--- src/fetch_params.svh ---
// global constants of the fetch front end
// IRAM_WAIT must stay in 0..15 because the wait timer is 4 bits wide
// IRAM_DEPTH and BTB_ENTRIES must be powers of two
`ifndef FETCH_PARAMS_SVH
`define FETCH_PARAMS_SVH

`define RESET_PC     32'h200  // first fetch address after reset
`define BTB_ENTRIES  16       // direct-mapped, one entry per index
`define IRAM_DEPTH   256      // 32-bit words, covers pc bits 9..2
`define IRAM_WAIT    2        // extra cycles per ram read

`endif

--- src/rv32i_fetch_pkg.sv ---
// types shared by the fetch front end and its testbench
// widths derive from the defines in fetch_params.svh
`include "fetch_params.svh"

package rv32i_fetch_pkg;

  localparam int BTB_IDX_W = $clog2(`BTB_ENTRIES);  // index bits above pc[1:0]
  localparam int IRAM_AW   = $clog2(`IRAM_DEPTH);   // word address bits

  typedef logic [31:0] word_t;                     // pc, instruction, address

  typedef logic [BTB_IDX_W-1:0] btb_idx_t;         // pc[BTB_IDX_W+1:2]

  typedef logic [29-BTB_IDX_W:0] btb_tag_t;        // pc bits above the index

  typedef logic [IRAM_AW-1:0] iram_addr_t;         // ram word address

  typedef logic [3:0] wait_cnt_t;                  // wait-state count

  typedef enum logic [1:0] {
    REQ,   // start a ram read
    WAIT,  // ram access in progress
    HOLD   // instruction offered to execute
  } fetch_state_t;

endpackage

--- src/fetch_ctrl.sv ---
`timescale 1ns/1ps
// fetch sequencing FSM, one read in flight at a time
// a redirect wins over every other event in any state
module fetch_ctrl
  import rv32i_fetch_pkg::*;
(
  input  logic         CLK,
  input  logic         nRST,
  input  logic         redirect_valid,
  input  logic         out_ready,
  input  logic         timer_done,
  input  logic         out_valid,
  output logic         pc_en,
  output logic         ren_start,
  output logic         out_load,
  output fetch_state_t state
);

  fetch_state_t next_state;
  logic         xfer;

  assign xfer      = out_valid & out_ready;                       // execute takes the item
  assign ren_start = (state == REQ) & ~redirect_valid;            // no read of a stale pc
  assign out_load  = (state == WAIT) & timer_done & ~redirect_valid; // last wait cycle
  assign pc_en     = redirect_valid | ((state == HOLD) & xfer);   // restart or advance

  always_comb begin
    next_state = state;
    case (state)
      REQ:     next_state = WAIT;                  // read issued this cycle
      WAIT:    if (timer_done) next_state = HOLD;  // word captured on this edge
      HOLD:    if (xfer) next_state = REQ;         // back-pressure keeps us here
      default: next_state = REQ;
    endcase
    if (redirect_valid) next_state = REQ;          // squash whatever was in flight
  end

  always_ff @(posedge CLK, negedge nRST) begin
    if (!nRST) begin
      state <= REQ;
    end else begin
      state <= next_state;
    end
  end

  // the pc may only move mid-access when execute redirects
  a_no_pc_en_in_wait: assert property (@(posedge CLK) disable iff (!nRST)
    (state == WAIT && pc_en) |-> redirect_valid);

  a_ren_only_in_req: assert property (@(posedge CLK) disable iff (!nRST)
    ren_start |-> (state == REQ));

endmodule

--- config.mk ---
export PLATFORM = sky130hd
export DESIGN_NAME = fetch_ctrl
export DESIGN_NICKNAME = d
export VERILOG_FILES = /design/src/rv32i_fetch_pkg.sv /design/src/fetch_ctrl.sv
export VERILOG_INCLUDE_DIRS = /design/src
export SDC_FILE = /design/constraint.sdc
export NUM_CORES = 1
export LEC_CHECK = 0
export ABC_AREA = 1
export BUFFER_PORTS_ARGS = -buffer_cell sky130_fd_sc_hd__buf_4
export CORE_AREA = 2 2 39 41
export DETAILED_ROUTE_END_ITERATION = 8
export DIE_AREA = 0 0 41 43
export GPL_ROUTABILITY_DRIVEN = 0
export PLACE_DENSITY = 0.39
export SLEW_MARGIN = 20
export SYNTH_ARGS = -nofsm -noshare
export SYNTH_HDL_FRONTEND = slang
export SYNTH_SLANG_ARGS = --single-unit
--- constraint.sdc ---
create_clock -name CLK -period 0.9 [get_ports CLK]
set_input_delay 0 -clock CLK [delete_from_list [all_inputs] [get_ports CLK]]
set_output_delay 0 -clock CLK [all_outputs]
set_load 0.03 [all_outputs]
==> flow_metrics.tcl <==
set metrics [dict create \
    hold_class "input pin to flip-flop" \
    ant_nets 0 \
    p_leak_nw 0.176 \
    synth_cells 17 \
    worstHoldEndpoint "state[0]" \
    clock_sinks 2 \
    fin_crit_ps 1040 \
    vias 172 \
    grt_start_max_net_pins 5 \
    overflow 0 \
    slowest_delay_ps 430 \
    clock-root-buffer "clkbuf_4" \
    rr_startpoint "state[0]" \
    insertion_delay_ps 220 \
    final_nets 43 \
    maxCapViolations 0 \
    r2r_cells 5 \
    min_from "timer_done" \
    reg.largest.list "state (2)" \
    nFillCells 158 \
    postSynthNetCount 23 \
    path_cells "inv_2, nand2_4, o21ai_4, buf_6" \
    reg2reg_setup_slack_ps -80 \
    cts_tree "built" \
    end_kind "output port" \
    r2r-end "state[1]" \
    failed_checks "negative setup slack" \
    maxSlewViolCount 0 \
    setup-tns-final_ps -555 \
    timing.final.ws_setup_ps -144 \
    cellPowerDensity_nw_per_um2 1380 \
    path_clk_slew_ps 30 \
    finalSetupViolations 5 \
    path_class "flip-flop to output port" \
    arrival_ps 1040 \
    regMostFlops "state" \
    syn_area_sq_um 121 \
    dp_hpwl_microns 306 \
    ir_worst_vdd_v 0.000572 \
    period_share 1.16 \
    skew_ps 2.97 \
    required_ps 900 \
    hold_violations 0 \
    synth_top_area_frac 0.412 \
    synth.area.top_cells "dfrtp_1 41%, inv_1 15%, nand2_1 12%, nand2_2 10%, o21ai_2 7.2%" \
    io_buffer_count 10 \
    fmax_ghz 0.958 \
    wire_per_inst_microns 8.14 \
    area_growth_pct 173 \
    num_io_pins 11 \
    holdPathStages 4 \
    yosysWarnings 0 \
    dp_worst_setup_slack_ps 35.5 \
    synth_edf_count 0 \
    p_total_w 0.000459 \
    grt_antenna_before_repair 0 \
    ys_ff_latch 2 \
    cp_max_fo 4 \
    rsz0062_at_grt "yes" \
    synth_seq_area_share 0.412 \
    clockBufferDepth 2 \
    core.rowCount 14 \
    drc 0 \
    ys.flop_type "dfrtp_1" \
    cp-start-kind "flip-flop" \
    syn_area_per_cell_sq_um 7.14 \
    status "complete, but fails checks" \
    yosysTopAreaCell "dfrtp_1" \
    synthArstFlopShare 1.00 \
    slew_headroom 0.885 \
    die_h_microns 43 \
    synth_cell_types 8 \
    timing.hold.ws_ps 39.4 \
    synth_common_cells "5 x inv_1, 4 x nand2_1, 2 x dfrtp_1, 2 x nand2_2" \
    cpMaxStageDelayCell "dfrtp_2" \
    track_usage 0.0673 \
    finalWirelength_microns 415 \
    layout-drive-gt1-share 0.800 \
    first_pass_iters 2 \
    largest_reg_flops 2 \
    grt_pass1_wl_microns 710 \
    htreeDepth 1 \
    worst_slew_pin_slew_ps 173 \
    fp.dieW_microns 41 \
    coreArea_sq_um 1380 \
    drt-vias-per-instance 3.37 \
    synth_most_common_cell "inv_1" \
    n_antenna_cell 0 \
    cts_buffers 3 \
    dieArea_sq_um 1760 \
    initial_core_util 0.0877 \
    first_iter_violations 2 \
    grt_pass1_vias 185 \
]
==> power breakdown <==
part           total (W)  switching (W)  internal [W]
logic           0.000147      0.0000737     0.0000734
registers       0.000114      0.0000151     0.0000988
clock network   0.000198      0.0000506      0.000147
==> what timing repair did <==
action / CTS / global route
resized for setup: 8 / 0
setup endpoints to repair: 3 / 5
hold endpoints to repair: 2 / 0
setup buffers: 3 / 1
pin swaps: 2 / 1
hold buffers: 1 / 0
cloned: 0 / 0
==> area by class of cell <==
| cell class | instances | area (sq um) | share of cell area |
|---|---|---|---|
| timing repair buffer | 15 | 130 | 0.392 |
| multi-input combinational | 10 | 87.6 | 0.264 |
| sequential | 2 | 52.6 | 0.158 |
| clock buffer | 3 | 22.5 | 0.0679 |
| tap | 16 | 20.0 | 0.0604 |
| inverter | 5 | 18.8 | 0.0566 |
==> metrics by stage <==
| step | instance area [sq um] | std cells | utilization |
|---|---|---|---|
| final | 332 | 51 | 0.240 |
| after detailed placement | 241 | 43 | 0.175 |
| after floorplan | 146 | 17 | - |
| after global placement | 241 | 43 | 0.175 |
| after global routing | 332 | 51 | 0.240 |
| after CTS | 324 | 50 | 0.234 |
==> layout by cell type, fill, tap and decap left out, drive strengths merged <==
cell type,synthesis,final
nor3,1,1
dlygate4sd3,0,1
dfrtp,2,2
nor2,1,1
clkbuf,0,3
inv,5,5
nand2,6,6
o21ai,2,2
buf,0,14
==> critical path, delay by kind of cell (launching register included) <==
kind / cells / cell delay [ps]
buffers and inverters: 2 / 220
AO/OA/AOI/OAI: 1 / 120
AND/OR/NAND/NOR: 1 / 50
flip-flops: 1 / 430
==> worst max path at each step <==
stage | startpoint | to | slack [ps] | depth (start not counted)
2_1_floorplan | state[0] | pc_en | 20 | 3
3_3_place_gp | state[0] | pc_en | 50 | 4
3_5_place_dp | state[1] | out_load | 40 | 4
4_1_cts | state[0] | pc_en | -160 | 4
5_1_grt | state[0] | pc_en | -200 | 4
6_report | state[0] | pc_en | -140 | 4
==> logic make-up after synthesis <==
group           Yosys count  synth area share
buf+inv                   5             0.155
compound gates            2             0.113
flops                     2             0.412
simple gates              8             0.320
==> routing by layer <==
metal | wire length [microns] | GRT usage
met1 | 176 | 0.0581
met2 | 173 | 0.0844
met3 | 65 | 0.0681
met4 | 0 | 0.0600
met5 | 0 | 0
Note: power is estimated with default switching activity, not from simulation.
