$ cat src/fetch_params.svh
// global constants of the fetch front end
// IRAM_WAIT must stay in 0..15 because the wait timer is 4 bits wide
// IRAM_DEPTH and BTB_ENTRIES must be powers of two
`ifndef FETCH_PARAMS_SVH
`define FETCH_PARAMS_SVH

`define RESET_PC     32'h200  // first fetch address after reset
`define BTB_ENTRIES  16       // direct-mapped, one entry per index
`define IRAM_DEPTH   256      // 32-bit words, covers pc bits 9..2
`define IRAM_WAIT    2        // extra cycles per ram read

`endif

$ cat src/rv32i_fetch_pkg.sv
// types shared by the fetch front end and its testbench
// widths derive from the defines in fetch_params.svh
`include "fetch_params.svh"

package rv32i_fetch_pkg;

  localparam int BTB_IDX_W = $clog2(`BTB_ENTRIES);  // index bits above pc[1:0]
  localparam int IRAM_AW   = $clog2(`IRAM_DEPTH);   // word address bits

  typedef logic [31:0] word_t;                     // pc, instruction, address

  typedef logic [BTB_IDX_W-1:0] btb_idx_t;         // pc[BTB_IDX_W+1:2]

  typedef logic [29-BTB_IDX_W:0] btb_tag_t;        // pc bits above the index

  typedef logic [IRAM_AW-1:0] iram_addr_t;         // ram word address

  typedef logic [3:0] wait_cnt_t;                  // wait-state count

  typedef enum logic [1:0] {
    REQ,   // start a ram read
    WAIT,  // ram access in progress
    HOLD   // instruction offered to execute
  } fetch_state_t;

endpackage

$ cat src/fetch_execute_if.sv
`timescale 1ns/1ps
// fetch to execute handoff with a valid/ready pair
// payload is stable while valid is high and ready is low
interface fetch_execute_if
  import rv32i_fetch_pkg::*;
();

  word_t pc;          // pc of the fetched instruction
  word_t pc4;         // pc plus 4, link value for execute
  word_t instr;       // byte-swapped instruction word
  logic  prediction;  // btb predicted taken for this pc
  logic  valid;       // payload present
  logic  ready;       // execute accepts this cycle

  modport fetch (
    output pc,
    output pc4,
    output instr,
    output prediction,
    output valid,
    input  ready
  );

  modport execute (
    input  pc,
    input  pc4,
    input  instr,
    input  prediction,
    input  valid,
    output ready
  );

endinterface

$ cat src/iram_if.sv
`timescale 1ns/1ps
// single-request instruction ram port, no pipelining
// rdata is valid in the first cycle where busy drops after ren
interface iram_if
  import rv32i_fetch_pkg::*;
();

  logic  ren;    // read request, one cycle
  word_t addr;   // byte address, word aligned
  word_t rdata;  // read word, little-endian in memory
  logic  busy;   // access still in progress

  modport cpu (
    output ren,
    output addr,
    input  rdata,
    input  busy
  );

  modport mem (
    input  ren,
    input  addr,
    output rdata,
    output busy
  );

endinterface

$ cat src/fetch_stage.sv
`timescale 1ns/1ps
// pc register, next-pc select, endian swap and fetch output registers
// prediction and target are captured with the item so a later btb update cannot split them
`include "fetch_params.svh"

module fetch_stage
  import rv32i_fetch_pkg::*;
(
  input  logic           CLK,
  input  logic           nRST,
  fetch_execute_if.fetch fetch_exif,
  iram_if.cpu            iram,
  input  logic           pc_en,
  input  logic           ren_start,
  input  logic           out_load,
  input  logic           redirect_valid,
  input  word_t          redirect_addr,
  input  logic           predict_taken,
  input  word_t          target_addr,
  output word_t          current_pc
);

  word_t pc;
  word_t pc4;
  word_t npc;
  word_t instr;
  word_t pred_target;  // btb target of the held item
  logic  xfer;

  assign pc4        = pc + 32'd4;
  assign current_pc = pc;                                  // btb lookup key
  assign xfer       = fetch_exif.valid & fetch_exif.ready;
  assign npc        = redirect_valid        ? redirect_addr :
                      fetch_exif.prediction ? pred_target : pc4;

  always_ff @(posedge CLK, negedge nRST) begin
    if (!nRST) begin
      pc <= `RESET_PC;
    end else if (pc_en) begin
      pc <= npc;
    end
  end

  assign iram.addr = pc;
  assign iram.ren  = ren_start;
  assign instr     = {iram.rdata[7:0], iram.rdata[15:8],     // memory is little-endian
                      iram.rdata[23:16], iram.rdata[31:24]};

  always_ff @(posedge CLK, negedge nRST) begin
    if (!nRST) begin
      fetch_exif.valid <= 1'b0;
    end else if (redirect_valid) begin
      fetch_exif.valid <= 1'b0;   // squash the held item
    end else if (out_load) begin
      fetch_exif.valid <= 1'b1;
    end else if (xfer) begin
      fetch_exif.valid <= 1'b0;
    end
  end

  always_ff @(posedge CLK) begin
    if (out_load) begin
      fetch_exif.pc         <= pc;
      fetch_exif.pc4        <= pc4;
      fetch_exif.instr      <= instr;
      fetch_exif.prediction <= predict_taken;
      pred_target           <= target_addr;
    end
  end

  // one access at a time, an offered item never overlaps an open ram read
  a_valid_after_access: assert property (@(posedge CLK) disable iff (!nRST)
    fetch_exif.valid |-> !iram.busy);

endmodule

$ cat src/flat_wrapper.sv
// flat-port wrapper written by rule: the top's interface ports become plain ports
module fetch_stage_flat import rv32i_fetch_pkg::*;
  (CLK, nRST, pc_en, ren_start, out_load, redirect_valid, redirect_addr, predict_taken, target_addr, current_pc, fetch_exif_pc, fetch_exif_pc4, fetch_exif_instr, fetch_exif_prediction, fetch_exif_valid, fetch_exif_ready, iram_ren, iram_addr, iram_rdata, iram_busy);
  fetch_execute_if fetch_exif_i ();
  iram_if iram_i ();
  input  logic CLK;
  input  logic nRST;
  input  logic pc_en;
  input  logic ren_start;
  input  logic out_load;
  input  logic redirect_valid;
  input  word_t redirect_addr;
  input  logic predict_taken;
  input  word_t target_addr;
  output word_t current_pc;
  output wire logic [$bits(fetch_exif_i.pc)-1:0] fetch_exif_pc;
  output wire logic [$bits(fetch_exif_i.pc4)-1:0] fetch_exif_pc4;
  output wire logic [$bits(fetch_exif_i.instr)-1:0] fetch_exif_instr;
  output wire logic [$bits(fetch_exif_i.prediction)-1:0] fetch_exif_prediction;
  output wire logic [$bits(fetch_exif_i.valid)-1:0] fetch_exif_valid;
  input wire logic [$bits(fetch_exif_i.ready)-1:0] fetch_exif_ready;
  output wire logic [$bits(iram_i.ren)-1:0] iram_ren;
  output wire logic [$bits(iram_i.addr)-1:0] iram_addr;
  input wire logic [$bits(iram_i.rdata)-1:0] iram_rdata;
  input wire logic [$bits(iram_i.busy)-1:0] iram_busy;
  assign fetch_exif_pc = fetch_exif_i.pc;
  assign fetch_exif_pc4 = fetch_exif_i.pc4;
  assign fetch_exif_instr = fetch_exif_i.instr;
  assign fetch_exif_prediction = fetch_exif_i.prediction;
  assign fetch_exif_valid = fetch_exif_i.valid;
  assign fetch_exif_i.ready = fetch_exif_ready;
  assign iram_ren = iram_i.ren;
  assign iram_addr = iram_i.addr;
  assign iram_i.rdata = iram_rdata;
  assign iram_i.busy = iram_busy;
  fetch_stage u_core (.CLK(CLK), .nRST(nRST), .fetch_exif(fetch_exif_i), .iram(iram_i), .pc_en(pc_en), .ren_start(ren_start), .out_load(out_load), .redirect_valid(redirect_valid), .redirect_addr(redirect_addr), .predict_taken(predict_taken), .target_addr(target_addr), .current_pc(current_pc));
endmodule
$ cat config.mk
export PLATFORM = sky130hd
export DESIGN_NAME = fetch_stage_flat
export DESIGN_NICKNAME = d
export VERILOG_FILES = /design/src/rv32i_fetch_pkg.sv /design/src/fetch_execute_if.sv /design/src/iram_if.sv /design/src/fetch_stage.sv /design/src/flat_wrapper.sv
export VERILOG_INCLUDE_DIRS = /design/src
export SDC_FILE = /design/constraint.sdc
export NUM_CORES = 1
export LEC_CHECK = 0
export ABC_CLOCK_PERIOD_IN_PS = 1800
export CAP_MARGIN = 40
export CORE_MARGIN = 1
export CORE_UTILIZATION = 57
export DETAILED_ROUTE_END_ITERATION = 6
export DONT_BUFFER_PORTS = 1
export PLACE_DENSITY = 0.75
export SLEW_MARGIN = 20
export SYNTH_ARGS = -nofsm -noshare
export SYNTH_HDL_FRONTEND = slang
export SYNTH_SLANG_ARGS = --single-unit
export TNS_END_PERCENT = 100
$ cat constraint.sdc
create_clock -name CLK -period 1.8 [get_ports CLK]
set_input_delay 0.27 -clock CLK [delete_from_list [all_inputs] [get_ports CLK]]
set_output_delay 0.27 -clock CLK [all_outputs]
set_load 0.005 [all_outputs]
==> out/results.tsv <==
stage	metric	value	unit
status	status	finished, violations left	
status	failing checks	design-rule violations, negative hold slack, negative setup slack	
floorplanning	io pins	268	
floorplanning	Initial Util	0.593	
sta	final hold violation count	13	
cells_and_area	share of cells above drive strength 1	0.209	
logic_synthesis	library cells used by synthesis	58	
cells_and_area	multi-input logic area	1920	sq um
logic_synthesis	syn_area_per_cell	13.8	sq um
logic_synthesis	number of enable flip-flop cells after synthesis	127	
sta	Final min period	1.83	ns
critical_path	CP top delay family	flip-flops	
drt	routed wire length	16900	um
critical_path	Worst Setup Path Type	reg2reg	
clock_tree	CTS root buf	clkbuf_16	
place	GPL Wtd Cong	0.829	
global_route	Congestion Overflow GR	0	
global_route	Total GRT Usage	0.279	
drt	Via Count	4570	
logic_synthesis	Syn Inst Count	496	
floorplanning	die area	12500	sq um
logic_synthesis	syn nets	602	
logic_synthesis	Post-Syn Area	6860	sq um
power	peak supply drop	0.714	mV
global_route	vias in the first global route	4616	
sta	unrepaired setup endpoints after global routing	true	
global_route	initial antenna violation count	0	
global_route	first-pass GRT wire length	25800	um
place	hpwl dp	10200	um
floorplanning	Core Region	11600	sq um
logic_synthesis	sequential fraction of the synthesis area	0.676	
sta	hold_ws	-0.0323	ns
drt	Detailed Routing Iterations Pass 1	7	
cells_and_area	final instance area	8570	sq um
drt	DRC	20	
cells_and_area	ant diodes	0	
logic_synthesis	top cells by count, synth	127 x edfxtp_1, 38 x buf_4, 32 x dfrtp_1, 31 x nand2_1, 25 x nor2_1	
logic_synthesis	top cell type's share of synthesized area	0.556	
sta	worst relative slew slack	0.705	
sta	fin. max-slew vios	0	
logic_synthesis	Most used DFF post-synth	edfxtp_1	
clock_tree	TritonCTS Sinks	160	
cells_and_area	Register Area	4640	sq um
clock_tree	hold bufs inserted after CTS	69	
sta	worst slew pin tran	0.442	ns
power	PD cells	1090	nW/um^2
critical_path	Worst Setup End Kind	flop	
job	Max-cap violations	0	
sta	# setup viols final	1	
drt	Iteration-0 DRC Markers	414	
cells_and_area	NumNets Final	690	
cells_and_area	Area Overhead vs Synth	24.9	%
global_route	largest net degree at the start of global routing	129	
critical_path	worst path cell trace	nand4_1, buf_6, nor4_4, buf_4, nand4_1, xnor2_1	
critical_path	Max FO, Critical Path	6	
critical_path	worst path bufs/invs	2	
clock_tree	clock latency at the later pin of the worst-skew pair	0.42	ns
clock_tree	clk slew on worst S/H paths	0.06	ns
logic_synthesis	Post-synth ARST share	0.206	
logic_synthesis	Yosys Warn Count	0	
clock_tree	number of H-tree levels	4	
critical_path	CP required	1.96	ns
cells_and_area	FILL cells	729	
critical_path	slowest CP cell	dfstp_2	
place	port bufs	0	
logic_synthesis	most frequent cell after synthesis	edfxtp_1	
floorplanning	die width	112	um
min_path	type of the tightest min-delay check	in2reg	
sta	crit share post-route	1.02	
clock_tree	CTS tree	done	
sta	Max Freq	546	MHz
place	placed inst area	7130	sq um
logic_synthesis	Synth area leader	edfxtp_1	
clock_tree	clock tree buffer depth	2	
power	Pleak	3.24	nW
floorplanning	Cell Rows	39	
drt	Via density	6.18	
critical_path	crit start category	flop	
critical_path	slowest cell delay on critical path	0.53	ns
sta	final setup margin	-0.0316	ns
drt	Final ANT Viol Nets	0	
critical_path	worst path arrival time	2.00	ns
critical_path	Worst path most repeated cell	nand4_1	
logic_synthesis	Synth area leaders	edfxtp_1 56%, dfrtp_1 12%, buf_4 4.2%, xor2_1 2.0%, nand2_1 1.7%	
drt	Avg WL per Cell	22.9	um
sta	clk_skew	0.00864	ns
floorplanning	Die H	112	um
logic_synthesis	Yosys reg bits	160	
clock_tree	CTS Buf Count	17	
## report_power, final
group	switching (mW)	leakage [nW]	total [mW]	internal, mW
Combinational	0.670	1.35	1.21	0.540
Clock	1.35	0.261	3.36	2.01
Sequential	0.253	1.63	4.73	4.48
## logic make-up after synthesis
| family | count (synthesis) | synth area share |
|---|---|---|
| AOI/OAI and AO/OA | 97 | 0.104 |
| muxes | 9 | 0.0133 |
| and+or+nand+nor | 126 | 0.101 |
| adders and majority gates | 1 | 0.00182 |
| DFF | 160 | 0.676 |
| xor gates and xnor gates | 28 | 0.0357 |
| buffers and inverters | 75 | 0.0669 |
## worst register-to-register path, delay by kind of cell, from the launching register on
family | cells | cell delay, ns
xor gates and xnor gates | 1 | 0.19
buffers and inverters | 2 | 0.35
DFF | 1 | 0.53
and+or+nand+nor | 3 | 0.50
## state kept, by name (all words and copies together) (netlist names)
| register | count |
|---|---|
| u_core.pred_target | 32 |
| u_core.fetch_exif.valid | 1 |
| u_core.fetch_exif.prediction | 1 |
| u_core.fetch_exif.instr | 32 |
| u_core.current_pc | 32 |
| u_core.fetch_exif.pc | 30 |
| u_core.fetch_exif.pc4 | 32 |
## final timing paths
check	startpoint	endpoint	slack (ns)	cells past startpoint
max	u_core.current_pc[9]	u_core.fetch_exif.pc4[21]	-0.03	6
min	out_load	u_core.pred_target[20]	-0.03	0
max reg2reg	u_core.current_pc[9]	u_core.fetch_exif.pc4[21]	-0.03	6
min reg2reg	u_core.pred_target[15]	u_core.current_pc[15]	0.56	2
max in group asynchronous	nRST	u_core.current_pc[9]	1.24	2
min in group asynchronous	nRST	u_core.current_pc[7]	0.32	2
## through the flow
step	total power, mW	TNS (ns)	cells	setup slack, ns	utilization
after floorplan	5.56	-0.950	496	-0.124	-
final	9.31	-0.0316	740	-0.0316	0.741
after detailed placement	5.80	-0.616	631	-0.103	0.617
after global placement	5.77	-0.296	631	-0.0685	0.617
after global routing	9.65	-0.540	740	-0.109	0.741
after CTS	9.29	-0.0805	732	-0.0417	0.730
## repair_timing
action,4_1_cts,5_1_grt
pin swaps,3,10
endpoints found under the hold margin,233,127
cloned,0,1
endpoints found under the setup margin,15,35
buffers inserted,0,7
resized for setup,11,16
## cell type report
type,instances,area share
Clock inverter,13,0.0142
Inverter,8,0.00350
Sequential cell,160,0.542
Timing Repair Buffer,136,0.145
Clock buffer,19,0.0505
Multi-Input combinational cell,261,0.224
Tap cell,143,0.0209
## cells in the final DEF, fill, tap and decap left out, drive strengths merged, types with 9 or more instances in the layout
master       synthesis  layout
o21ai               17      17
clkbuf              22      19
edfxtp             127     127
dfrtp               32      32
buf                 45      68
xnor2               12      12
nand2               31      31
xor2                16      16
nor3                 9       9
dlygate4sd3          0      68
o211ai               9       9
nand3               12      12
nor4                10      10
nor2                25      25
nand4               16      16
a22o                 9       9
## per-layer routing
layer	global-route usage	wire length [um]	vias up
met5	0	0	-
met4	0.132	553	0
met3	0.0784	1270	39
met2	0.479	8760	250
met1	0.323	6330	2245
li1	-	-	2036
Power figures use the tool's default switching activity.
