===== config.mk =====
export PLATFORM = sky130hd
export DESIGN_NAME = iram_wait_timer
export DESIGN_NICKNAME = d
export VERILOG_FILES = /design/src/rv32i_fetch_pkg.sv /design/src/iram_wait_timer.sv
export VERILOG_INCLUDE_DIRS = /design/src
export SDC_FILE = /design/constraint.sdc
export NUM_CORES = 1
export LEC_CHECK = 0
export ABC_CLOCK_PERIOD_IN_PS = 2700
export BUFFER_PORTS_ARGS = -buffer_cell sky130_fd_sc_hd__buf_2
export CAP_MARGIN = 20
export CORE_AREA = 3 3 40 42
export CTS_CLUSTER_DIAMETER = 40
export DETAILED_ROUTE_END_ITERATION = 10
export DIE_AREA = 0 0 43 45
export PLACE_DENSITY = 0.36
export SLEW_MARGIN = 20
export SYNTH_ARGS = -nofsm -noshare
export SYNTH_HDL_FRONTEND = slang
export SYNTH_SLANG_ARGS = --single-unit

===== constraint.sdc =====
create_clock -name CLK -period 2.7 [get_ports CLK]
set_input_delay 0.27 -clock CLK [delete_from_list [all_inputs] [get_ports CLK]]
set_output_delay 0.27 -clock CLK [all_outputs]
set_load 0.1 [all_outputs]

===== src/fetch_params.svh =====
// global constants of the fetch front end
// IRAM_WAIT must stay in 0..15 because the wait timer is 4 bits wide
// IRAM_DEPTH and BTB_ENTRIES must be powers of two
`ifndef FETCH_PARAMS_SVH
`define FETCH_PARAMS_SVH

`define RESET_PC     32'h200  // first fetch address after reset
`define BTB_ENTRIES  16       // direct-mapped, one entry per index
`define IRAM_DEPTH   256      // 32-bit words, covers pc bits 9..2
`define IRAM_WAIT    2        // extra cycles per ram read

`endif


===== src/rv32i_fetch_pkg.sv =====
// types shared by the fetch front end and its testbench
// widths derive from the defines in fetch_params.svh
`include "fetch_params.svh"

package rv32i_fetch_pkg;

  localparam int BTB_IDX_W = $clog2(`BTB_ENTRIES);  // index bits above pc[1:0]
  localparam int IRAM_AW   = $clog2(`IRAM_DEPTH);   // word address bits

  typedef logic [31:0] word_t;                     // pc, instruction, address

  typedef logic [BTB_IDX_W-1:0] btb_idx_t;         // pc[BTB_IDX_W+1:2]

  typedef logic [29-BTB_IDX_W:0] btb_tag_t;        // pc bits above the index

  typedef logic [IRAM_AW-1:0] iram_addr_t;         // ram word address

  typedef logic [3:0] wait_cnt_t;                  // wait-state count

  typedef enum logic [1:0] {
    REQ,   // start a ram read
    WAIT,  // ram access in progress
    HOLD   // instruction offered to execute
  } fetch_state_t;

endpackage


===== src/iram_wait_timer.sv =====
`timescale 1ns/1ps
// wait-state counter for the instruction ram, reload on every read
// done is combinational with load so a pending read never looks finished
`include "fetch_params.svh"

module iram_wait_timer
  import rv32i_fetch_pkg::*;
(
  input  logic      CLK,
  input  logic      nRST,
  input  logic      load,
  output wait_cnt_t count_out,
  output logic      done
);

  localparam wait_cnt_t WAIT_LOAD = wait_cnt_t'(`IRAM_WAIT);

  always_ff @(posedge CLK, negedge nRST) begin
    if (!nRST) begin
      count_out <= '0;                        // idle, nothing outstanding
    end else if (load) begin
      count_out <= WAIT_LOAD;                 // new access starts
    end else if (count_out != '0) begin
      count_out <= count_out - wait_cnt_t'(1); // one wait cycle gone
    end
  end

  // zero wait states give done in the first cycle after load
  assign done = (count_out == '0) & ~load;

endmodule


==> results of run 1 <==
## through the flow
step	setup slack [ns]	hold slack, ns	utilization [%]	std cells
final	0.6571	0.3157	25.02	48
after floorplan	0.2298	-0.02559	-	22
after global placement	0.9201	0.07614	22.49	44
after global routing	0.5606	0.3370	25.02	48
after detailed placement	0.8888	0.07573	22.49	44
after CTS	0.6273	0.3066	25.02	48
## layout by cell type (no fill, tap or decap), drive strengths merged, types with 2 or more instances in the layout
| cell type | n |
|---|---|
| inv | 2 |
| nor2b | 4 |
| buf | 7 |
| mux2 | 2 |
| dfrtp | 4 |
| clkbuf | 3 |
| nor2 | 2 |
| nor3 | 2 |
## final cells by class
type                       count  area [µm²]  share of cell area (%)
timing repair buffer           8       45.04                   14.01
clock buffer                   3       22.52                   7.004
multi-input combinational     16       127.6                   39.69
inverter                       2       7.507                   2.335
tap                           15       18.77                   5.837
sequential                     4       100.1                   31.13
## cell families (layout without fill, tap and decap cells)
family | Yosys count | after routing | share of synthesized area (%)
AND/OR/NAND/NOR | 11 | 11 | 32.26
flip-flops | 4 | 4 | 43.01
multiplexers | 3 | 3 | 13.98
buffers and inverters | 2 | 13 | 3.227
adder cells (fa/ha/maj) | 1 | 1 | 5.375
AO/OA/AOI/OAI | 1 | 1 | 2.148
## layer usage
metal | vias to the layer above | wire length (µm) | GRT usage, %
met2 | 6 | 211 | 8.084
met5 | - | 0 | 0
met3 | 4 | 27 | 1.594
met4 | 0 | 25 | 10.84
met1 | 87 | 201 | 6.601
li1 | 96 | - | -
## worst min path at each step
stage	startpoint	to	slack, ns
after floorplan	nRST	count_out[0]	-0.03
after global placement	nRST	count_out[3]	0.08
after detailed placement	nRST	count_out[2]	0.08
after CTS	load	count_out[2]	0.31
after global routing	load	count_out[2]	0.34
final	load	count_out[2]	0.32
==> run summary, run 1 <==
Number of max-slew violations in the final report - 0
Count of different cell masters after synthesis - 13
Stages on the worst setup path - 5
Boundary Pins - 8
Post-DR vias/cell - 4.021
Worst r2r dst - count_out[0]
Detailed Routing Iterations Pass 1 - 1
Area of the core - 0.001285 mm²
Pin count of the biggest net entering global routing - 9
Largest register by flop count - count_out
Largest regs - count_out (4)
Routed via count - 193
Final weighted congestion in routability-driven placement - 0.6172
Fmax achieved - 489.5 MHz
Cell type contributing the most total cell area after synthesis - dfrtp_1
Row count - 13
Die Footprint - 0.001935 mm²
Final number of setup-violating endpoints - 0
Buffer count from post-CTS setup fixing - 0
Total of flip-flops plus latches after synthesis - 4
Clock Sink Count - 4
Max-capacitance violation count - 0
Level count of the clock H-tree - 1
Worst Tran Pin Value - 0.4912 ns
Worst skew pair latency - 0.23 ns
Wire length after detailed routing - 467 µm
Cell types occupying the most area after synthesis - dfrtp_1 (43%), nor2b_1 (11%), nor3b_4 (8.1%)
Max FFs per register - 4
Via count of the first global-routing pass - 200
Mapped Cells - 22
CTS Root Cell - clkbuf_4
Fraction of layout instances using a drive strength above 1 - 39.39%
Final net count - 39
Chip height - 45 µm
Combined buffer and inverter count along the critical path - 2
Arrival time of data at the critical path endpoint - 1.77 ns
Library cell contributing the largest single delay on the critical path - buf_2
Synthesized Nets - 26
Endpoint of the most critical setup path - done
Relative slew margins - 67.48%
Final hold violation count - 0
HPWL after DPL - 384.3 µm
Cell Area, Placed - 289.0 µm²
Routed length per instance - 9.729 µm
Quantity of gates resized following cts - 0
Cell family with most CP delay - buffers and inverters
First-pass GRT wire length - 793 µm
Synth top cells by count - dfrtp_1 (4), nor2b_1 (4), inv_1 (2), nor2_1 (2), nor3_1 (2)
Summed instance area of the synthesized netlist - 232.7 µm²
Area share of the largest cell type after synthesis - 43.01%
Final Skew - 0.001606 ns
Endpoint required time on the critical path - 2.43 ns
Finished Cell Area - 321.6 µm²
# hold bufs at CTS - 1
Critical-path maximum fanout - 5
Global-route usage over all layers - 6.360%
Minimum setup slack among reg-to-reg paths - 1.26 ns
Worst R2R Path Depth - 4
Cells on Worst Hold Path - 2
Async SR Flop Fraction - 100.0%
Congestion Overflow GR - 0
Count of input and output buffers - 7
Class of the tightest hold or removal check - input port to flip-flop
Clock tree from TritonCTS - built
Crit start category - flip-flop
Post-synth top flop - dfrtp_1
Proportion of synthesized chip area in sequential cells - 43.01%
Number of warnings issued by yosys - 0
Worst Path Class, Setup - flip-flop to output pin
Min Clock Period, post-route - 2.043 ns
Cells traversed along the worst timing path - inv_1 -> ha_1 -> nor3b_4 -> nor2b_2 -> buf_2
Per-instance average area after synthesis - 10.58 µm²
Start point of the critical path - count_out[0]
Element type at the critical path end - output pin
Unrepaired setup endpoints after global routing - false
Die width - 43 µm
Largest stage delay on the critical path - 0.42 ns
TritonCTS Buffers - 3
Buffer levels on the longest clock path - 2
Fill count - 148
Worst r2r src - count_out[0]
Initial cell density of the core - 18.11%
Period Utilization, post-route - 75.66%
Initial antenna violation count - 0
Setup_tns - 0 ns
Area Overhead vs Synth - 38.17%
Clock-pin slew on the worst setup and hold paths - 0.04 ns
ANT nets after route - 0
Drt drc - 0
Number of flops mapped to enable cells by yosys - 0
Initial detailed-routing violation count - 0
Result of the run - finished clean
Final antenna diode count - 0
Power of run 1 is not shown: default switching activity piles up to over one toggle a cycle in this logic, so the estimate is an artifact.
==> run 2: changes to the inputs <==
- ABC_AREA: not set -> 1
- ABC_CLOCK_PERIOD_IN_PS: 2700 -> 2000
- clock period: 2.7 -> 2 ns (I/O delays scaled with it)
==> run 2 against run 1 <==
  * Clock-buffer cell count grew 1
  * Non-clock buffer count is the same
  * Critical path type unchanged
  * Sequential cell count is the same
  * First-iteration DRC count grew 4
  * Register-to-register slack lost 0.55 ns
  * Routed wire length grew 0.86%
  * Highest routed layer is now met3
==> run summary, run 2 <==
Result of the run - finished clean
Minimum setup slack among reg-to-reg paths - 0.71 ns (-0.55 ns)
Startpoint of the lowest-slack hold path - load
Total of flip-flops plus latches after synthesis - 4 (unchanged)
Class of the tightest hold or removal check - input port to flip-flop
Post-synth top flop - dfrtp_1
Final number of setup-violating endpoints - 0 (unchanged)
Period Utilization, post-route - 87.87%
Number of flops mapped to enable cells by yosys - 0 (unchanged)
Async SR Flop Fraction - 100.0% (unchanged)
Post-DR vias/cell - 3.763 (-6.4%)
Row count - 13 (unchanged)
Worst Tran Pin Value - 0.4868 ns (-0.004370 ns)
Count of input and output buffers - 7 (unchanged)
Arrival time of data at the critical path endpoint - 1.56 ns (-0.21 ns)
Combined buffer and inverter count along the critical path - 4 (+2)
Fmax achieved - 569.0 MHz
Wire length after detailed routing - 471 µm (+0.86%)
Number of warnings issued by yosys - 0 (unchanged)
Initial detailed-routing violation count - 4 (+4)
Area of the core - 0.001285 mm² (unchanged)
Area share of the largest cell type after synthesis - 43.24% (+0.23 points)
Routed length per instance - 7.983 µm (-18%)
Level count of the clock H-tree - 1 (unchanged)
Leading cell type in the layout, fill and taps excluded - nand2_1
Pin count of the biggest net entering global routing - 7 (-2)
Worst r2r dst - count_out[1]
Count of different cell masters after synthesis - 10 (-3)
Worst skew pair latency - 0.23 ns (about the same)
Element type at the critical path end - output pin
Final Skew - 0.006850 ns (+0.005243 ns)
Critical-path maximum fanout - 4 (-1)
Setup_tns - 0 ns (unchanged)
Largest stage delay on the critical path - 0.40 ns (-0.02 ns)
Most frequent cell on the critical path - inv_1
Worst Path Class, Setup - flip-flop to output pin
Die width - 43 µm (unchanged)
Detailed Routing Iterations Pass 1 - 4 (+3)
TritonCTS Buffers - 3 (unchanged)
CTS Root Cell - clkbuf_4
Number of max-slew violations in the final report - 0 (unchanged)
Boundary Pins - 8 (unchanged)
Initial antenna violation count - 0 (unchanged)
Unrepaired setup endpoints after global routing - false
Max-capacitance violation count - 0 (unchanged)
Max FFs per register - 4 (unchanged)
Cells on Worst Hold Path - 4 (+2)
Drt drc - 0 (unchanged)
Worst R2R Path Depth - 7 (+3)
Via count of the first global-routing pass - 178 (-11%)
Cells traversed along the worst timing path - inv_1 -> ha_1 -> inv_1 -> nor2_2 -> nand3_2 -> clkinvlp_4 -> buf_12
Chip height - 45 µm (unchanged)
Summed instance area of the synthesized netlist - 231.5 µm² (-0.54%)
Most used cells in the layout excluding fill and tap cells - nand2_1 (8), buf_2 (6), nor2_1 (5)
Fraction of layout instances using a drive strength above 1 - 38.64% (-0.76 points)
First-pass GRT wire length - 690 µm (-13%)
Cell type contributing the most total cell area after synthesis - dfrtp_1
Global-route usage over all layers - 5.184% (-1.2 points)
Routed via count - 222 (+15%)
Area Overhead vs Synth - 48.11%
Most used standard cell by instance count after synthesis - nand2_1
Synth top cells by count - nand2_1 (8), inv_1 (5), nor2_1 (5)
Final weighted congestion in routability-driven placement - 0.6969 (+13%)
Largest regs - count_out (4)
Endpoint of the worst hold-timing path - count_out[2]
Clock tree from TritonCTS - built
Die Footprint - 0.001935 mm² (unchanged)
Min Clock Period, post-route - 1.757 ns
Final antenna diode count - 0 (unchanged)
Relative slew margins - 67.77% (+0.29 points)
Clock Sink Count - 4 (unchanged)
Congestion Overflow GR - 0 (unchanged)
Library cell contributing the largest single delay on the critical path - dfrtp_2
ANT nets after route - 0 (unchanged)
Final net count - 49 (+26%)
Proportion of synthesized chip area in sequential cells - 43.24% (+0.23 points)
Initial cell density of the core - 18.01% (-0.097 points)
Largest register by flop count - count_out
HPWL after DPL - 402.7 µm (+4.8%)
Cell types occupying the most area after synthesis - dfrtp_1 (43%), nand2_1 (13%), inv_1 (8.1%)
Worst r2r src - count_out[0]
Per-instance average area after synthesis - 7.234 µm² (-32%)
Synthesized Nets - 36 (+38%)
Buffer count from post-CTS setup fixing - 0 (unchanged)
Final hold violation count - 0 (unchanged)
Mapped Cells - 32 (+45%)
Buffer levels on the longest clock path - 2 (unchanged)
Clock-pin slew on the worst setup and hold paths - 0.04 ns (about the same)
Cell family with most CP delay - buffers and inverters
Endpoint required time on the critical path - 1.80 ns (-0.63 ns)
Crit start category - flip-flop
[run 2: cell count changes in the layout (fill, tap and decap cells not counted), moves of 3 or more]
cell / change
nand2_1: +8
nand3_1: +3
nor2_1: +3
nor2b_1: -3
[run 2: cell type report]
type	instances	area [µm²]
Sequential cell	4	102.6
Fill cell	147	942.2
Inverter	7	30.03
Multi-Input combinational cell	21	105.1
Timing Repair Buffer	8	60.06
Tap cell	15	18.77
Clock buffer	4	26.28
[run 2: timing repair]
| action | in CTS | in global routing |
|---|---|---|
| hold endpoints to repair | 4 | 0 |
| resized for setup | 0 | 0 |
| hold buffers | 1 | 0 |
| setup endpoints to repair | 0 | 0 |
[run 2: tightest hold or removal path, stage by stage]
cell and delay [ns]:
buf_2 0.08, inv_2 0.05, nand2_1 0.08, nor2_1 0.04
[run 2: cells by family after synthesis]
group	synth area share (%)
buffers and inverters	11.35
DFF	43.24
adders and majority gates	5.405
and+or+nand+nor	40.00
[run 2: worst max path at each step]
| stage | cells past startpoint | end | slack (ns) | start |
|---|---|---|---|---|
| 2_1_floorplan | 6 | done | 0.07 | count_out[0] |
| 3_3_place_gp | 7 | done | 0.48 | count_out[0] |
| 5_1_grt | 7 | done | 0.14 | count_out[0] |
| 6_report | 7 | done | 0.24 | count_out[0] |
| 3_5_place_dp | 7 | done | 0.48 | count_out[0] |
| 4_1_cts | 7 | done | 0.23 | count_out[0] |
[run 2: per-stage QoR]
| stage | setup slack [ns] | utilization (%) | hold WS, ns | instance area (µm²) | std cells |
|---|---|---|---|---|---|
| final | 0.2426 | 26.68 | 0.2774 | 342.8 | 59 |
| after floorplan | 0.07108 | - | -0.09559 | 237.7 | 32 |
| after CTS | 0.2281 | 26.68 | 0.2720 | 342.8 | 59 |
| after detailed placement | 0.4812 | 23.86 | 0.01106 | 306.5 | 54 |
| after global placement | 0.4843 | 23.86 | 0.006124 | 306.5 | 54 |
| after global routing | 0.1397 | 26.68 | 0.2982 | 342.8 | 59 |
[run 2: metal layers]
metal | vias to the layer above | share of wire (%) | wire, µm | global-route usage, %
met5 | - | 0 | 0 | 0
met4 | 0 | 0 | 0 | 7.229
met3 | 0 | 9.3 | 44 | 1.992
met2 | 8 | 48 | 226 | 6.886
met1 | 90 | 42 | 200 | 5.366
li1 | 124 | - | - | -
Power of run 2 is left out for the same reason.
