<file path="src/fetch_params.svh">
// global constants of the fetch front end
// IRAM_WAIT must stay in 0..15 because the wait timer is 4 bits wide
// IRAM_DEPTH and BTB_ENTRIES must be powers of two
`ifndef FETCH_PARAMS_SVH
`define FETCH_PARAMS_SVH

`define RESET_PC     32'h200  // first fetch address after reset
`define BTB_ENTRIES  16       // direct-mapped, one entry per index
`define IRAM_DEPTH   256      // 32-bit words, covers pc bits 9..2
`define IRAM_WAIT    2        // extra cycles per ram read

`endif

</file>
<file path="src/rv32i_fetch_pkg.sv">
// types shared by the fetch front end and its testbench
// widths derive from the defines in fetch_params.svh
`include "fetch_params.svh"

package rv32i_fetch_pkg;

  localparam int BTB_IDX_W = $clog2(`BTB_ENTRIES);  // index bits above pc[1:0]
  localparam int IRAM_AW   = $clog2(`IRAM_DEPTH);   // word address bits

  typedef logic [31:0] word_t;                     // pc, instruction, address

  typedef logic [BTB_IDX_W-1:0] btb_idx_t;         // pc[BTB_IDX_W+1:2]

  typedef logic [29-BTB_IDX_W:0] btb_tag_t;        // pc bits above the index

  typedef logic [IRAM_AW-1:0] iram_addr_t;         // ram word address

  typedef logic [3:0] wait_cnt_t;                  // wait-state count

  typedef enum logic [1:0] {
    REQ,   // start a ram read
    WAIT,  // ram access in progress
    HOLD   // instruction offered to execute
  } fetch_state_t;

endpackage

</file>
<file path="src/btb_predictor.sv">
`timescale 1ns/1ps
// direct-mapped branch target buffer, one taken bit per entry
// lookup is combinational, an update is visible from the next cycle
`include "fetch_params.svh"

module btb_predictor
  import rv32i_fetch_pkg::*;
(
  input  logic  CLK,
  input  logic  nRST,
  input  word_t current_pc,
  output logic  predict_taken,
  output word_t target_addr,
  input  logic  resolve_valid,
  input  word_t resolve_pc,
  input  logic  resolve_taken,
  input  word_t resolve_target
);

  logic [`BTB_ENTRIES-1:0] entry_valid;
  logic [`BTB_ENTRIES-1:0] entry_taken;
  btb_tag_t                entry_tag    [`BTB_ENTRIES];
  word_t                   entry_target [`BTB_ENTRIES];

  btb_idx_t lk_idx;
  btb_tag_t lk_tag;
  btb_idx_t up_idx;
  btb_tag_t up_tag;

  assign lk_idx = btb_idx_t'(current_pc >> 2);               // skip byte offset
  assign lk_tag = btb_tag_t'(current_pc >> (BTB_IDX_W + 2));
  assign up_idx = btb_idx_t'(resolve_pc >> 2);
  assign up_tag = btb_tag_t'(resolve_pc >> (BTB_IDX_W + 2));

  // hit needs valid, matching tag and the taken bit
  assign predict_taken = entry_valid[lk_idx] & entry_taken[lk_idx] &
                         (entry_tag[lk_idx] == lk_tag);
  assign target_addr   = entry_target[lk_idx];

  always_ff @(posedge CLK, negedge nRST) begin
    if (!nRST) begin
      entry_valid <= '0;                    // empty table after reset
    end else if (resolve_valid) begin
      entry_valid[up_idx] <= 1'b1;
    end
  end

  always_ff @(posedge CLK) begin
    if (resolve_valid) begin
      entry_tag[up_idx]    <= up_tag;         // overwrite, no replacement policy
      entry_target[up_idx] <= resolve_target;
      entry_taken[up_idx]  <= resolve_taken;  // not taken clears the prediction
    end
  end

endmodule

</file>
<file path="config.mk">
export PLATFORM = sky130hd
export DESIGN_NAME = btb_predictor
export DESIGN_NICKNAME = d
export VERILOG_FILES = /design/src/rv32i_fetch_pkg.sv /design/src/btb_predictor.sv
export VERILOG_INCLUDE_DIRS = /design/src
export SDC_FILE = /design/constraint.sdc
export NUM_CORES = 1
export LEC_CHECK = 0
export ABC_AREA = 1
export BUFFER_PORTS_ARGS = -buffer_cell sky130_fd_sc_hd__buf_2
export CAP_MARGIN = 25
export CORE_MARGIN = 4
export CORE_UTILIZATION = 50
export DETAILED_ROUTE_END_ITERATION = 8
export PLACE_DENSITY = 0.66
export SLEW_MARGIN = 20
export SYNTH_ARGS = -nofsm -noshare
export SYNTH_HDL_FRONTEND = slang
export SYNTH_SLANG_ARGS = --single-unit
</file>
<file path="constraint.sdc">
create_clock -name CLK -period 3.2 [get_ports CLK]
set_clock_uncertainty 0.15 [all_clocks]
set_input_delay 0.32 -clock CLK [delete_from_list [all_inputs] [get_ports CLK]]
set_output_delay 0.32 -clock CLK [all_outputs]
set_load 0.01 [all_outputs]
</file>
==> results of run 1 <==
## layout make-up
class / instances / share of cell area [%]
clock inverter: 49 / 1.085
inverter: 161 / 1.418
clock buffer: 121 / 5.750
tap: 1030 / 2.910
antenna: 2 / 0.01130
sequential: 960 / 64.92
timing repair buffer: 260 / 5.089
multi-input combinational: 1756 / 18.82
## metrics by stage
| step | hold WS [ps] | std cells | power (W) | cell area (sq um) |
|---|---|---|---|---|
| floorplan | -125.6 | 3072 | 0.01543 | 38640 |
| global placement | 99.88 | 4107 | 0.01603 | 40650 |
| detailed placement | 118.6 | 4107 | 0.01610 | 40650 |
| CTS | 51.55 | 4337 | 0.02688 | 44280 |
| global route | 95.89 | 4338 | 0.02761 | 44280 |
| finish | 86.35 | 4339 | 0.02670 | 44280 |
## state kept, by name, summed over array words and instances, names as in the netlist
register,cells
entry_taken,16
entry_tag,416
entry_valid,16
entry_target,512
## final timing paths
check                      slack [ps]            from              to  cells past startpoint
max reg2reg                      2250  entry_valid[9]  entry_valid[9]                      1
min reg2reg                       320  entry_valid[0]  entry_valid[0]                      1
min in group CLK                  320  entry_valid[0]  entry_valid[0]                      1
max                               170   current_pc[2]  target_addr[4]                      8
min                                90            nRST  entry_valid[4]                      2
max in group asynchronous        2530            nRST  entry_valid[9]                      2
## cell usage after synthesis (all sizes together)
cell      n  area (sq um)
a21oi     5         25.02
buf     120         794.5
clkbuf   75         281.5
dfrtp    16         400.4
edfxtp  944         28350
inv     161         606.8
nand2   549          2061
nand3   286          1431
nand3b    6         45.04
nor2    386          1449
o211ai   67         503.0
o21ai   311          1557
o221ai   91         797.0
o22ai    37         231.5
or2      18         112.6
## worst max-delay path, cell delays in order
cell      delay (ps)
buf_8            110
buf_12           500
buf_4            520
o21ai_0          190
o221ai_1         230
o211ai_1         130
nand2_1          180
buf_2            160
## per-layer routing
layer | GRT usage (%) | up-vias
met5 | 0 | -
met3 | 3.028 | 180
met2 | 40.48 | 980
li1 | - | 11370
met1 | 30.13 | 12320
met4 | 6.917 | 4
## cell usage in the layout, fill, tap and decap left out, types with 20 or more instances in the layout
master         synthesis  final
buf_12                 0     36
clkbuf_16              0     96
buf_2                 62    124
nand3_1              286    286
nand2_1              549    549
o221ai_1              91     91
nor2_1               386    369
o211ai_1              67     67
dlygate4sd3_1          0     60
edfxtp_1             944    944
inv_1                160    157
clkinv_2               0     20
o22ai_1               37     37
o21ai_0              293    293
buf_4                 17     38
clkbuf_1              75     20
## cells by family after synthesis
| kind of cell | count (synthesis) | share of synthesized area (%) |
|---|---|---|
| AOI/OAI and AO/OA | 511 | 8.056 |
| and+or+nand+nor | 1245 | 13.19 |
| DFF | 960 | 74.39 |
| buffers and inverters | 356 | 4.355 |
## power breakdown
group          switching [W]  leakage [nW]  internal (W)  total [W]
combinational        0.00119          5.53      0.000549    0.00174
clock                0.00446          1.49       0.00633     0.0108
sequential         0.0000706          8.69        0.0141     0.0142
## timing repair
item	4_1_cts	5_1_grt
gates resized for setup	0	1
setup endpoints to repair	0	1
hold buffers	60	0
hold endpoints to repair	960	0
==> results.txt, run 1 <==
The final layout contains between 3k and 4k nets. The number of different library cells in the post-synthesis netlist is 20. At the placement stage, the worst setup path has a slack of 223.7 ps. The final-report setup violation count is 0. The count of antenna-violating nets left after detailed routing came out at 0. Routability-driven placement finished with a final weighted congestion of roughly 0.76.

For this run the aggregate overflow at the end of global routing stands at 0. The register bit total from synthesis is 960. The H-tree generated during clock tree synthesis spans 3 levels.

The setup fix buffers added after clock tree synthesis came out at 0. Summed over all cells, the static leakage comes to about 16 nW. In the final layout, the multi-input gates occupy around 8300 sq um. The layout has roughly 6.0k filler cells.

Clock tree synthesis selected as its root buffer the cell clkbuf_16. The data arrival time of the critical path is between 2000 and 3000 ps. After clock tree synthesis, the clock-pin slew on the worst setup and hold paths is 60 ps.

After floorplanning, the core was divided into around 100 placement rows. The number of antenna violations at the first check in global routing was 4. The number of buffers added on ports came out at 128.

The number of max-cap violations is 0. Of the available clock period, the critical path in the final layout requires a little over nine tenths. The final-report hold violation count came out at 0. The final critical-path required period is roughly 3000 ps. The number of iterations in the first detailed-routing pass came out at 5. The initial detailed-routing violation count came out at 2095. In this run the deepest clock path goes through 3 buffers. The wire length on met3 came out at 6335 um. The total wire length came out at between 90000 and 100000 um.

The fraction of final layout cells with drive strength greater than 1 came out at a little under an eighth. The maximum resistive drop on vdd came out at about 570 uV. Registers take ~29000 sq um. After detailed routing, the number of remaining DRC violations is 0. TritonCTS built the clock tree.

The highest attainable clock frequency came out at roughly 330 MHz. The met2 layer wire length in the routed design came out at between 40000 and 50000 um. STA puts the critical path data required time at 2730 ps. Power spread over the standard cell area amounts to between 600 and 700 nW/um^2. The count of boundary I/O pins came out at 133. The post-route met1 wirelength came out at 38320 um. The area growth from synthesis to layout is 14.60%. The wire length per cell after detailed routing is 22.06 um.

In this run the top signal layer used is met5. The total number of vias is roughly 25k. At the end of the flow the core is filled with cells to 58.02%. The floorplan die height is 286 um. The first-pass GRT wire length came out at between 100000 and 150000 um. The startpoint class of the critical path is an input pin. The slew at the pin with the worst max-slew slack came out at approximately 910 ps. The starting density of the core came out at about 50%. The core region is about 76000 sq um. The flow ran to the end, and the final reports show no timing, DRC or antenna violations. Measured against its own limit, the worst slew margin works out to 39.52%. The Yosys step of the flow raised 0 warnings. The number of clock buffers inserted by TritonCTS is between 90 and 100.

In the routed layout, each cell is associated on average with a via count of 5.728. For the final routed database, the setup TNS stands at 0 ps. Setup repair after global routing left no endpoint under its margin. Along the worst path, the maximum fanout reaches 173. The number of instances in the synthesized netlist came out at just over 3k. The number of max-slew violations in the final report is 0.

The net count after synthesis came out at 3172. Global routing used around 23% of the available tracks. The sequential share of the synthesized area is around three quarters. The via count of the first global-routing pass was roughly 24k. The category of the most critical setup path is input pin to output pin. The horizontal die dimension is 286 um.

The combined area of all synthesized cells came out at approximately 39000 sq um. The area of the die came out at 81800 sq um. In the post-route analysis, the smallest setup slack over all paths is ~170 ps.

The classification of the worst-slack hold path is input pin to asynchronous set/reset pin. The final HPWL from detailed placement is between 40000 and 50000 um. The largest net degree at the start of global routing came out at around 170. Dividing the synthesized area by the synthesized cell count gives 12.58 sq um. The number of clock sinks came out at 960. The clock latency of the later-clocked register in the worst-skew pair came out at between 600 and 700 ps. The worst setup path is captured at an output pin.
(Power assumes the default switching activity.)
==> run 2, diff against run 1 <==
--- a/config.mk
+++ b/config.mk
@@ -11,6 +11,7 @@
 export CAP_MARGIN = 25
 export CORE_MARGIN = 4
 export CORE_UTILIZATION = 50
+export CTS_BUF_LIST = sky130_fd_sc_hd__clkbuf_8 sky130_fd_sc_hd__clkbuf_16
 export DETAILED_ROUTE_END_ITERATION = 8
 export PLACE_DENSITY = 0.66
 export SLEW_MARGIN = 20
==> run 2 against run 1 <==
Compared with the run above:
- count of clock-buffer cells in the layout is 20 lower
- hold slack lost 4.6 ps
- clock power hardly changed
- combinational power hardly changed
- power decreased by 0.19%
- worst setup slack better by 23 ps
- fmax increased by 0.77%
- largest cell class unchanged
==> results.txt, run 2 (synthesized netlist as in run 1, its figures left out) <==
The switching fraction of total power came out at 21.54% (+0.095 points). The cell count along the critical path came out at 8 (unchanged). The sum of buffers and inverters on the critical path is 4 (unchanged). The largest registers in the layout are entry_target x512, entry_tag x416.

The worst reg-to-reg setup slack is 2250 ps (about the same). The reported net switching power is 0.005741 W (+0.25%). The buffer levels on the longest clock path came to 3 (unchanged). The via count of the first global-routing pass is 24.30k (unchanged). The placer's final routability congestion estimate came out at 0.7633 (unchanged).

The count of boundary I/O pins is 133 (unchanged). The final worst setup slack is 197.3 ps (+23.26 ps). The number of max-slew violations in the final report is 0 (unchanged).

The starting density of the core is 50.63% (unchanged). The data arrival time of the critical path came out at 2530 ps (-30 ps). The non-filler instance count after layout was 4339 (unchanged).

The setup fix buffers added after clock tree synthesis came out at 0 (unchanged). The instance area after placement was 40650 sq um (unchanged). The setup slack after placement came to 223.7 ps (unchanged). The number of clock buffers inserted by TritonCTS was 93 (unchanged). The total power per unit cell area came out at 601.8 nW/um^2 (-0.19%). The static leakage is 15.79 nW (+0.53%). The total number of vias came to 24.73k (-0.50%). The initial detailed-routing violation count is 2128 (+1.6%). The fill cell total of the finished layout is 5973 (unchanged). Walking the worst path, the cells encountered are buf_8 -> buf_12 -> buf_4 -> o21ai_0 -> o221ai_1 -> o211ai_1 -> nand2_1 -> buf_2. The final instance area came out at 44280 sq um (unchanged). The highest attainable clock frequency is 333.0 MHz (+0.77%). The share of total power in sequential cells was 53.2% (about the same). The largest fanout on the critical path is 173 (unchanged).

The total placed cells including tap cells came out at 4107 (unchanged). The part of the power in combinational logic is 6.5% (about the same). The final-report hold violation count came out at 0 (unchanged). The horizontal die dimension is 286 um (unchanged). The total track usage is 23.03% (unchanged). The number of clock sinks is 960 (unchanged). The total congestion overflow is 0 (unchanged). The design internal power came out at 0.02091 W (-0.31%). The H-tree level count is 3 (unchanged).

TritonCTS built the clock tree. The flip-flop count of the largest register, all copies and words added is 512 (unchanged). The row count came out at 101 (unchanged). The number of iterations in the first detailed-routing pass came to 5 (unchanged). The area of the core came out at 76330 sq um (unchanged).

The classification of the worst-slack hold path is input pin to asynchronous set/reset pin. The top register by number of flip-flops is entry_target. The overall power came out at 0.02665 W (-0.19%).

The final routed DRC violation total came out at 0 (unchanged). The count of antenna-violating nets left after detailed routing is 0 (unchanged). The leading cell type in the layout, fill and taps excluded is edfxtp_1. The cell depth of the worst flop-to-flop path came out at 1 (unchanged).

The final critical-path required period is 3003 ps (-23.26 ps). The final-report setup violation count came to 0 (unchanged). The run finished with clean final reports. The setup path with the least slack is of type input pin to output pin.

The final layout net count is 3332 (unchanged). The number of max-cap violations came to 0 (unchanged). The largest net degree at the start of global routing is 174 (unchanged). The first-pass GRT wire length came out at 144300 um (unchanged). The clock latency of the later-clocked register in the worst-skew pair is 630 ps (about the same).

The clock root buffer is clkbuf_16. Setup repair after global routing left no endpoint under its margin. The data required time of the worst path came out at 2730 ps (about the same). The slowest stage of the critical path is the buf_4 cell. The maximum resistive drop on vdd was 566.9 uV (+0.28%). The final HPWL from detailed placement was 47460 um (unchanged). The area of the die is 81800 sq um (unchanged). The largest incremental delay on the critical path is 520 ps (about the same). STA classifies the critical path startpoint as an input pin. The fraction of final layout cells with drive strength greater than 1 is 11.31% (unchanged). The floorplan die height is 286 um (unchanged). The cell family contributing the most delay on the critical path is buffers and inverters. The total wire length is 95620 um (about the same). The number of buffers added on ports is 128 (unchanged). The clock-pin slew on the worst setup and hold paths was 60 ps (about the same). The final core utilization came out at 58.02% (unchanged). The clock network fraction of design power is 40.3% (about the same). The worst setup path is captured at an output pin.

The final critical-path share of the clock period is 93.84% (-0.73 points). The wire length per cell after detailed routing came out at 22.04 um (about the same). The slew at the pin with the worst max-slew slack was 892.5 ps (-14.66 ps).

The remaining max-slew budget at the tightest pin is 40.50% (+0.98 points). In the layout the commonest cells are edfxtp_1 (944), nand2_1 (549), nor2_1 (369), o21ai_0 (293), nand3_1 (286). The area growth from synthesis to layout is 14.60% (unchanged). The per-cell via count in the routed design came to 5.699 (-0.50%).

The number of antenna violations at the first check in global routing came to 4 (unchanged).
## run 2: area by class of cell
cell class | count | area (sq um) | area share [%]
Antenna cell | 2 | 5.005 | 0.01130
Tap cell | 1030 | 1289 | 2.910
Multi-Input combinational cell | 1756 | 8334 | 18.82
Clock inverter | 69 | 555.5 | 1.254
Clock buffer | 101 | 2471 | 5.580
Inverter | 161 | 628.1 | 1.418
Timing Repair Buffer | 260 | 2253 | 5.089
Sequential cell | 960 | 28750 | 64.92
## run 2: path summary, 6_finish.rpt
kind                                     start             end
min in group CLK                entry_valid[0]  entry_valid[0]
worst max register to register  entry_valid[9]  entry_valid[9]
worst max-delay path             current_pc[2]  target_addr[4]
max in group asynchronous                 nRST  entry_valid[9]
worst min register to register  entry_valid[0]  entry_valid[0]
worst min-delay path                      nRST  entry_valid[4]
## run 2: repair_timing
action	4_1_cts	5_1_grt
hold buffers	60	0
endpoints found under the setup margin	0	1
endpoints found under the hold margin	960	0
gates resized for setup	0	1
## run 2: power groups by stage
stage / clock network [W] / registers (W) / logic (W)
CTS: 0.0109 / 0.0142 / 0.00174
floorplan: 0 / 0.0144 / 0.000994
global route: 0.0114 / 0.0142 / 0.00192
detailed placement: 0 / 0.0144 / 0.00167
global placement: 0 / 0.0144 / 0.00161
finish: 0.0107 / 0.0142 / 0.00174
## run 2: routing by layer
metal	GRT usage [%]	part of all wire [%]	routed length [um]	vias to the layer above
met1	30.13	40	38370	12300
met4	6.917	2.4	2270	4
li1	-	-	-	11360
met2	40.48	51	48880	893
met5	0	0.021	20	-
met3	3.028	6.4	6079	167
## run 2: stage by stage
stage | hold slack [ps] | setup TNS (ps)
floorplan | -125.6 | -416340
global placement | 99.88 | 0
detailed placement | 118.6 | 0
CTS | 51.55 | 0
global route | 95.57 | 0
finish | 81.72 | 0
